`config.mk`:
```
export PLATFORM = sky130hd
export DESIGN_NAME = elevator_floor_controller
export DESIGN_NICKNAME = d
export VERILOG_FILES = /design/src/rtl/elevator_pkg.sv /design/src/rtl/car_control.sv /design/src/rtl/elevator_floor_controller.sv /design/src/rtl/request_latch.sv /design/src/rtl/request_queue.sv
export SDC_FILE = /design/constraint.sdc
export NUM_CORES = 1
export LEC_CHECK = 0
export BUFFER_PORTS_ARGS = -buffer_cell sky130_fd_sc_hd__buf_4
export CORE_UTILIZATION = 50
export DETAILED_ROUTE_END_ITERATION = 7
export GPL_TIMING_DRIVEN = 0
export PLACE_DENSITY = 0.68
export SYNTH_ARGS = -nofsm -noshare
export SYNTH_HDL_FRONTEND = slang
export SYNTH_SLANG_ARGS = --single-unit
```
`constraint.sdc`:
```
create_clock -name clock -period 5.8 [get_ports clock]
set_input_delay 0.87 -clock clock [delete_from_list [all_inputs] [get_ports clock]]
set_output_delay 0.87 -clock clock [all_outputs]
set_load 0.02 [all_outputs]
```
`src/rtl/elevator_pkg.sv`:
```
////////////////////////////////////////
// Elevator floor controller package
// Floor types, port structs, dispatch states
////////////////////////////////////////

package elevator_pkg;

    // Building size and request storage
    localparam int NUM_FLOORS  = 11;
    localparam int QUEUE_DEPTH = 32;
    localparam int QUEUE_PTR_W = $clog2(QUEUE_DEPTH);

    // Floor index, 0 is the first floor
    typedef logic [3:0] floor_t;

    // One bit per floor, bit 0 is the first floor
    typedef logic [NUM_FLOORS-1:0] floor_mask_t;

    // Operator inputs, all active high
    typedef struct packed {
        floor_mask_t call;
        floor_mask_t panel;
        logic        door_open;
        logic        door_close;
        logic        emergency;
        logic        power;
    } button_bank_t;

    // Reported by the motion FSM
    typedef struct packed {
        floor_t current_floor;
        logic   moving;
    } car_status_t;

    // Sent to the motion FSM
    typedef struct packed {
        floor_t target_floor;
        logic   dir_up;
        logic   activate;
    } car_command_t;

    typedef struct packed {
        logic open_allowed;
        logic close_allowed;
    } door_permit_t;

    typedef enum logic [1:0] {
        DISP_IDLE,
        DISP_ISSUE,
        DISP_TRAVEL
    } dispatch_state_e;

endpackage

```
`src/rtl/car_control.sv`:
```
////////////////////////////////////////
// Car control
// Dispatch FSM, car command, door permits
////////////////////////////////////////

`timescale 1ns/1ns

module car_control
    import elevator_pkg::*;
(
    input  logic         clock,
    input  logic         reset_n,
    input  button_bank_t buttons,
    input  car_status_t  car_status,
    input  floor_t       head_floor,
    input  logic         not_empty,
    output logic         pop,
    output car_command_t car_command,
    output logic         arrive,
    output floor_t       arrive_floor,
    output door_permit_t door_permit
);

    dispatch_state_e state;
    floor_t          target;
    logic            dir_up;
    logic            run_ok;
    logic            head_here;
    logic            at_target;

    assign run_ok    = buttons.power && !buttons.emergency;
    assign head_here = (head_floor == car_status.current_floor);
    assign at_target = (target == car_status.current_floor);

    // Take the next request only with the car at rest
    assign pop = (state == DISP_IDLE) && not_empty && run_ok && !car_status.moving;

    ////////////////////////////////////////
    // Dispatch FSM
    ////////////////////////////////////////

    always_ff @(posedge clock or negedge reset_n) begin
        if (!reset_n) begin
            state        <= DISP_IDLE;
            target       <= '0;
            dir_up       <= 1'b0;
            arrive       <= 1'b0;
            arrive_floor <= '0;
        end else begin
            arrive <= 1'b0;
            case (state)
                DISP_IDLE: begin
                    if (pop) begin
                        target <= head_floor;
                        dir_up <= (head_floor > car_status.current_floor);
                        // Already there, retire without moving
                        if (head_here) begin
                            arrive       <= 1'b1;
                            arrive_floor <= head_floor;
                        end else begin
                            state <= DISP_ISSUE;
                        end
                    end
                end
                DISP_ISSUE: begin
                    // Motion FSM has taken the command
                    if (car_status.moving) begin
                        state <= DISP_TRAVEL;
                    end
                end
                DISP_TRAVEL: begin
                    if (!car_status.moving) begin
                        if (at_target) begin
                            arrive       <= 1'b1;
                            arrive_floor <= target;
                            state        <= DISP_IDLE;
                        end else begin
                            // Stopped short, command again from here
                            dir_up <= (target > car_status.current_floor);
                            state  <= DISP_ISSUE;
                        end
                    end
                end
                default: begin
                    state <= DISP_IDLE;
                end
            endcase
        end
    end

    ////////////////////////////////////////
    // Car command
    ////////////////////////////////////////

    // Activate drops at once on power loss, emergency or motion
    always_comb begin
        car_command.target_floor = target;
        car_command.dir_up       = dir_up;
        car_command.activate     = (state == DISP_ISSUE) && run_ok && !car_status.moving;
    end

    ////////////////////////////////////////
    // Door permits
    ////////////////////////////////////////

    always_ff @(posedge clock or negedge reset_n) begin
        if (!reset_n) begin
            door_permit <= '0;
        end else begin
            door_permit.open_allowed  <= buttons.door_open && buttons.power
                                         && !car_status.moving;
            door_permit.close_allowed <= buttons.door_close && buttons.power
                                         && !car_status.moving;
        end
    end

endmodule

```
`src/rtl/elevator_floor_controller.sv`:
```
////////////////////////////////////////
// Elevator floor controller top
// Button latch, request FIFO and car control
////////////////////////////////////////

`timescale 1ns/1ns

module elevator_floor_controller
    import elevator_pkg::*;
(
    input  logic         clock,
    input  logic         reset_n,
    input  button_bank_t buttons,
    input  car_status_t  car_status,
    output car_command_t car_command,
    output door_permit_t door_permit,
    output floor_mask_t  call_lights,
    output floor_mask_t  panel_lights
);

    // Latch to queue
    logic   req_valid;
    floor_t req_floor;

    // Queue to car control
    floor_t head_floor;
    logic   not_empty;
    logic   pop;

    // Car control back to the latch
    logic   arrive;
    floor_t arrive_floor;

    request_latch i_request_latch (
        .clock         (clock),
        .reset_n       (reset_n),
        .buttons       (buttons),
        .current_floor (car_status.current_floor),
        .arrive        (arrive),
        .arrive_floor  (arrive_floor),
        .req_valid     (req_valid),
        .req_floor     (req_floor),
        .call_lights   (call_lights),
        .panel_lights  (panel_lights)
    );

    request_queue i_request_queue (
        .clock      (clock),
        .reset_n    (reset_n),
        .push       (req_valid),
        .push_floor (req_floor),
        .pop        (pop),
        .head_floor (head_floor),
        .not_empty  (not_empty)
    );

    car_control i_car_control (
        .clock        (clock),
        .reset_n      (reset_n),
        .buttons      (buttons),
        .car_status   (car_status),
        .head_floor   (head_floor),
        .not_empty    (not_empty),
        .pop          (pop),
        .car_command  (car_command),
        .arrive       (arrive),
        .arrive_floor (arrive_floor),
        .door_permit  (door_permit)
    );

endmodule

```
`src/rtl/request_latch.sv`:
```
////////////////////////////////////////
// Request latch
// Accepts button presses, keeps the lights
////////////////////////////////////////

`timescale 1ns/1ns

module request_latch
    import elevator_pkg::*;
(
    input  logic         clock,
    input  logic         reset_n,
    input  button_bank_t buttons,
    input  floor_t       current_floor,
    input  logic         arrive,
    input  floor_t       arrive_floor,
    output logic         req_valid,
    output floor_t       req_floor,
    output floor_mask_t  call_lights,
    output floor_mask_t  panel_lights
);

    logic        accept_ok;
    floor_mask_t here_mask;
    floor_mask_t clear_mask;
    floor_mask_t panel_eligible;
    floor_mask_t call_eligible;
    floor_mask_t panel_set;
    floor_mask_t call_set;
    logic        found;
    floor_t      found_floor;

    // Presses only count while powered and not in emergency
    assign accept_ok = buttons.power && !buttons.emergency;

    assign here_mask  = floor_mask_t'(1) << current_floor;
    assign clear_mask = arrive ? (floor_mask_t'(1) << arrive_floor) : '0;

    // A lit button or the floor we are at cannot be requested again
    assign panel_eligible = accept_ok ? (buttons.panel & ~panel_lights & ~here_mask) : '0;
    assign call_eligible  = accept_ok ? (buttons.call & ~call_lights & ~here_mask) : '0;

    ////////////////////////////////////////
    // Fixed priority pick
    ////////////////////////////////////////

    // Panel bank first, then call bank, lowest floor wins in each
    always_comb begin
        found       = 1'b0;
        found_floor = '0;
        panel_set   = '0;
        call_set    = '0;
        for (int i = 0; i < NUM_FLOORS; i++) begin
            if (!found && panel_eligible[i]) begin
                found        = 1'b1;
                found_floor  = floor_t'(i);
                panel_set[i] = 1'b1;
            end
        end
        for (int i = 0; i < NUM_FLOORS; i++) begin
            if (!found && call_eligible[i]) begin
                found       = 1'b1;
                found_floor = floor_t'(i);
                call_set[i] = 1'b1;
            end
        end
    end

    ////////////////////////////////////////
    // Lights and request strobe
    ////////////////////////////////////////

    always_ff @(posedge clock or negedge reset_n) begin
        if (!reset_n) begin
            call_lights  <= '0;
            panel_lights <= '0;
            req_valid    <= 1'b0;
        end else begin
            // Arrival clears both banks for that floor
            call_lights  <= (call_lights & ~clear_mask) | call_set;
            panel_lights <= (panel_lights & ~clear_mask) | panel_set;
            req_valid    <= found;
        end
    end

    always_ff @(posedge clock) begin
        if (found) begin
            req_floor <= found_floor;
        end
    end

endmodule

```
`src/rtl/request_queue.sv`:
```
////////////////////////////////////////
// Request queue
// Circular FIFO of accepted floor requests
////////////////////////////////////////

`timescale 1ns/1ns

module request_queue
    import elevator_pkg::*;
(
    input  logic   clock,
    input  logic   reset_n,
    input  logic   push,
    input  floor_t push_floor,
    input  logic   pop,
    output floor_t head_floor,
    output logic   not_empty
);

    floor_t                 mem [QUEUE_DEPTH];
    logic [QUEUE_PTR_W-1:0] wr_ptr;
    logic [QUEUE_PTR_W-1:0] rd_ptr;
    logic [QUEUE_PTR_W:0]   count;

    ////////////////////////////////////////
    // Storage
    ////////////////////////////////////////

    always_ff @(posedge clock) begin
        if (push) begin
            mem[wr_ptr] <= push_floor;
        end
    end

    // Pointers wrap on their own, depth is a power of two
    always_ff @(posedge clock or negedge reset_n) begin
        if (!reset_n) begin
            wr_ptr <= '0;
            rd_ptr <= '0;
        end else begin
            if (push) begin
                wr_ptr <= wr_ptr + 1'b1;
            end
            if (pop) begin
                rd_ptr <= rd_ptr + 1'b1;
            end
        end
    end

    ////////////////////////////////////////
    // Occupancy
    ////////////////////////////////////////

    // Simultaneous push and pop leave the count alone
    always_ff @(posedge clock or negedge reset_n) begin
        if (!reset_n) begin
            count <= '0;
        end else begin
            case ({push, pop})
                2'b10:   count <= count + 1'b1;
                2'b01:   count <= count - 1'b1;
                default: count <= count;
            endcase
        end
    end

    assign not_empty  = (count != '0);
    assign head_floor = mem[rd_ptr];

endmodule

```
* Word level (Yosys, flattened, before mapping)
Memories as Yosys holds them, arrays and structs flattened. Index checks and enable logic that the tools add are counted.
Word-level totals: memories kept 1, memory bits (writable) 128, bits in registers 57
Memory list:
- i_request_queue.mem | words 32, width 4, rd ports 1, clocked after Yosys merged registers in 0, write ports 1, RTL line request_queue.sv:20 | floor_t mem [QUEUE_DEPTH];
Cells by class: add/subtract/negate cells 4, eq/ne operators 13, reductions and logical operators 63, muxes and demuxes 89, order comparisons 2, shift-type cells 2, bitwise gates (word level) 12
Operators with widths (number):
- $and 11x11->11 | 6
- $mux 4 | 15
- $mux 1 | 54
- $not 11->11 | 4
- $mux 11 | 3
- $logic_and 1x1->1 | 31
- $logic_not 1->1 | 23
- $or 11x11->11 | 2
- $shl 1x4->11 const A | 2
- $mux 2 | 8
- $mux 3 | 4
- $pmux 6 s2 | 1
- $add 5x1->5 const B | 2
- $ne 2x2->1 const B | 5
- $eq 4x4->1 | 2
- $gt 4x4->1 | 2
- $pmux 4 s2 | 1
- $reduce_and 4->1 | 2
- $add 6x1->6 const B | 1
- $pmux 2 s3 | 1
- $reduce_bool 6->1 | 1
- $sub 6x1->6 const B | 1
- $reduce_and 5->1 | 1
- $eq 2x1->1 const B | 2
- other kinds (7) | 11

* Logic depth before layout (Yosys ltp)
depth after elaboration 69, gate-level depth with buffers 15, gate-level depth less buffers 12

* Modules after synthesis
A second synthesis with hierarchy kept.
Unflattened totals: cell total of the unflattened synthesis 607, area total of the unflattened synthesis 8714.6 um^2
Modules (own cells, without submodules):
- request_queue | cells each 353, times used 1, area an instance 6052.1 um^2, seq. area each 4244.1 um^2
- request_latch | cells each 177, times used 1, area an instance 1776.7 um^2, seq. area each 695.7 um^2
- car_control | cells each 77, times used 1, area an instance 885.8 um^2, seq. area each 350.3 um^2

* Worst setup path after synthesis
No wires, ideal clock.
kind register -> register, start register i_request_queue.rd_ptr[0], end register i_car_control.arrive_floor[0], clock period less this slack 3.498 ns, arrival time 3.380 ns, required time 5.681 ns, stages on the path, launching flop included 14, path slack 2.302 ns, cells stage by stage dfrtp_1 > clkbuf_1 > buf_2 > buf_1 > mux2_2 > o221ai_1 > nor2_1 > o32ai_1 > inv_1 > ha_1 > nand4_1 > o32ai_1 > o211ai_1 > o21a_1
On the way: longest elaborated chain between the ends 4, elaborated cells between the ends (all ways) 7
RTL lines:
- start: declaration | RTL line request_queue.sv:22 | logic [QUEUE_PTR_W-1:0] rd_ptr;
- start signal: assignment | RTL line request_queue.sv:45 | rd_ptr <= rd_ptr + 1'b1;
- $mem_v2 32x4
- named net head_floor[1] | RTL line elevator_floor_controller.sv:26 | floor_t head_floor;
- $eq 4x4->1 | RTL line car_control.sv:32 | assign head_here = (head_floor == car_status.current_floor);
- $ne 2x1->1 (no line)
- $reduce_and 5->1 (no line)
- end signal: assignment | RTL line car_control.sv:59 | arrive_floor <= head_floor;
- end signal: assignment | RTL line car_control.sv:75 | arrive_floor <= target;
- end: declaration | RTL line car_control.sv:20 | output floor_t arrive_floor,
The timed path passes the listed nets, and every way through them passes these cells. The select of a mux whose other input is x is not followed. A chain may end at the register's enable or synchronous reset.

* Final worst setup path
start register i_request_queue.rd_ptr[0], end register i_car_control.arrive_floor[1]
On the way: longest elaborated chain between the ends 4, elaborated cells between the ends (all ways) 7
RTL lines (RTL line):
- $mem_v2 32x4 (*)
- named net head_floor[1] | elevator_floor_controller.sv:26
- $eq 4x4->1 or $mux 4 (tied branches) | car_control.sv:32, car_control.sv:57
- $ne 2x1->1 (no line) or $mux 4 (tied branches)
- $reduce_and 5->1 (no line) or $pmux 4 s2 (tied branches)
The timed path passes the listed nets; every way through them passes the cells marked *. The select of a mux whose other input is x is not followed.

==> impl_metrics.yaml <==
synthesis:
  synth_top_area_frac: 0.4658
  synth_cells: 626
  mappedNetlistArea_sq_um: 8509
  ys.flop_type: "edfxtp_1"
  synth.avg_cell_area_sq_um: 13.59
  synthArstFlopShare: 0.2865
  yosysSeqAreaShare: 0.6217
  synth.area.top_cells: "edfxtp_1 (47%), dfrtp_1 (16%), mux4_2 (6.9%)"
  synth-seq-cells: 185
  ys_types: 68
  ys_warn_count: 0
  synth.net_count: 678
  synth_edf_count: 132
  synthTopCellsByCount: "edfxtp_1 (132), nand2_1 (69), nor2_1 (55)"
  post-synth-top-area-cell: "edfxtp_1"
  synth_most_common_cell: "edfxtp_1"
finish:
  register_area_sq_um: 5290
  fillers: 1306
  drive_gt1_frac: 0.2125
  n_antenna_cell: 0
  syn_to_final_growth_pct: 15.51
  nNetsFinal: 759
  multi_input_area_sq_um: 3017
timing:
  fmax_mhz: 220.7
  finalCritPeriodShare: 0.7811
  slew_viol_final: 0
  fin_skew_ns: 0.01023
  rsz0062_at_grt: "no"
  worstMarginPinSlew_ns: 1.134
  setup_slack_ns: 1.270
  hold_viol: 0
  slew_headroom: 0.2442
  setup_violations: 0
  fin_tns_setup_ns: 0
  min_period_ns: 4.530
clock_network:
  clockBufferDepth: 2
  clock_latency_ns: 0.43
  numCtsBuffers: 17
  cts.htree.levels: 4
  cts_resized: 0
  cts-hold-fix-buffers: 0
  post_cts_buffers: 0
  cts_sinks: 185
  tritoncts: "built"
  ctsRootBufferMaster: "clkbuf_16"
  cts.clk_slew.worst_paths_ns: 0.07
drt:
  dr.pass1.iters: 5
  drt_iter0_drc: 485
  antenna_left: 0
  avgRoutedWirePerCell_microns: 20.90
  wl_microns: 19650
  drcViolationCount: 0
  viasPerCell: 5.980
  dr_total_vias: 5621
grt:
  grt_overflow: 0
  grt_util_met3: 0.04828
  first_global_vias: 5723
  grt_util_met2: 0.3962
  grt_usage: 0.2381
  antenna_found_initial: 0
  grt_pass1_wl_microns: 31370
  grt_util_met1: 0.3123
  grt_start_max_net_pins: 54
  top_usage_layer: "met2"
placed_design:
  port_buffers: 62
  dp.final_hpwl_microns: 13890
  gp_congestion: 0.8691
  place_ws_ns: 1.339
power_and_ir_drop:
  switching_share: 0.3515
  seqPwrFrac: 0.430
  switchingPower_w: 0.001562
  p_comb_frac: 0.312
  ir_worst_vdd_mv: 0.2477
  internal_power_w: 0.002882
  power-per-cell-area_nw_per_um2: 452.1
  p_leak_nw: 3.634
  pwr-share-clk: 0.259
floorplanning:
  die_h_microns: 132.5
  core_sq_um: 16580
  die_x_microns: 132.5
  die-area_sq_um: 17540
  io_pins: 63
  num_rows: 47
  start_util: 0.5131
run:
  max_cap_viol_count: 0
setup_path:
  path_class: "register to register"
  r2r_slack_ns: 1.27
  endpoint: "i_car_control.arrive_floor[1]"
  r2r-end: "i_car_control.arrive_floor[1]"
  reg2regPathDepth: 13
  crit_arrival_ns: 4.85
  worstPathMaxFanout: 10
  r2r-start: "i_request_queue.rd_ptr[0]"
  crit_start: "i_request_queue.rd_ptr[0]"
  worstPathRequired_ns: 6.12
  worst_setup_path_end_kind: "register"
  startpoint_type: "register"
status:
  status: "finished, final reports clean"
min_path:
  hold_path.class: "input port to asynchronous set/reset pin"
==> worst max-delay path, stage by stage (launching register included) <==
cell	delay, ns
dfrtp_1	0.38
clkbuf_1	0.30
buf_2	0.42
buf_1	0.60
mux2_2	0.41
o221ai_1	0.17
nor2_1	0.07
o32ai_1	0.52
inv_1	0.11
ha_1	0.31
nand4_1	0.16
o32ai_1	0.58
o211ai_1	0.22
o21a_1	0.16
==> per-stage QoR <==
step	total power [W]	utilization	hold WS [ns]	cells	cell area, sq um
floorplan	0.002809	-	0.4434	626	8509
global placement	0.003256	0.5578	0.4691	908	9250
detailed placement	0.003319	0.5578	0.4656	908	9250
CTS	0.004464	0.5927	0.4770	940	9829
global route	0.004668	0.5927	0.5190	940	9829
finish	0.004444	0.5927	0.4796	940	9829
==> power by group through the flow <==
| stage | sequential (W) | clock, W | combinational [W] |
|---|---|---|---|
| global placement | 0.00191 | 0 | 0.00134 |
| floorplan | 0.00190 | 0 | 0.000908 |
| global route | 0.00194 | 0.00121 | 0.00152 |
| CTS | 0.00191 | 0.00116 | 0.00139 |
| finish | 0.00191 | 0.00115 | 0.00138 |
| detailed placement | 0.00193 | 0 | 0.00139 |
==> sequential cells by signal (all words and copies together) (netlist names) <==
signal	flops
i_request_latch.panel_lights	11
i_car_control.door_permit	2
i_car_control.dir_up	1
i_request_queue.mem	128
i_request_latch.call_lights	11
i_car_control.arrive	1
i_car_control.target	4
i_request_queue.wr_ptr	5
i_request_latch.req_floor	4
i_request_queue.rd_ptr	5
i_car_control.arrive_floor	4
i_request_latch.req_valid	1
i_car_control.state	2
i_request_queue.count	6
==> worst min path at each step <==
stage,endpoint,slack (ns),cells past startpoint
5_1_grt,i_request_queue.count[5],0.52,1
6_report,i_request_queue.count[1],0.48,1
2_1_floorplan,i_request_queue.count[5],0.44,1
3_3_place_gp,i_request_queue.count[5],0.47,1
4_1_cts,i_request_queue.count[5],0.48,1
3_5_place_dp,i_request_queue.count[5],0.47,1
==> routing by layer <==
layer / up-vias / wire (microns)
li1: 2552 / -
met1: 2815 / 8200
met2: 219 / 9781
met3: 35 / 1224
met4: 0 / 442
met5: - / 0
==> cell usage in the layout (no fill, tap or decap), types with 8 or more instances in the layout <==
cell,count
buf_4,63
mux4_2,26
nor2b_1,12
edfxtp_1,132
o21ai_0,27
clkbuf_1,18
mux2i_1,8
nand2_1,69
clkbuf_16,17
ha_1,18
nand2b_1,13
a21oi_1,8
xnor2_1,8
nand4_1,11
nand4b_1,8
nor2_1,55
inv_1,19
dfrtp_1,53
==> final cells by class <==
class                           count  share of cell area
Clock inverter                     14             0.01527
Buffer                             27             0.01298
Timing Repair Buffer               62             0.04735
Tap cell                          220             0.02800
Inverter                           20            0.007637
Sequential cell                   185              0.5382
Multi-Input combinational cell    394              0.3069
Clock buffer                       18             0.04366
==> cells by family (layout without fill, tap and decap cells) <==
| kind of cell | after synthesis | count (layout) | share of synthesized area |
|---|---|---|---|
| buf+inv | 47 | 141 | 0.02382 |
| xor+xnor | 12 | 12 | 0.01235 |
| compound gates | 91 | 91 | 0.07440 |
| flops | 185 | 185 | 0.6217 |
| mux | 40 | 40 | 0.08616 |
| fa+ha+maj | 19 | 19 | 0.02882 |
| simple gates | 232 | 232 | 0.1528 |
Note: power is estimated with default switching activity, not from simulation.
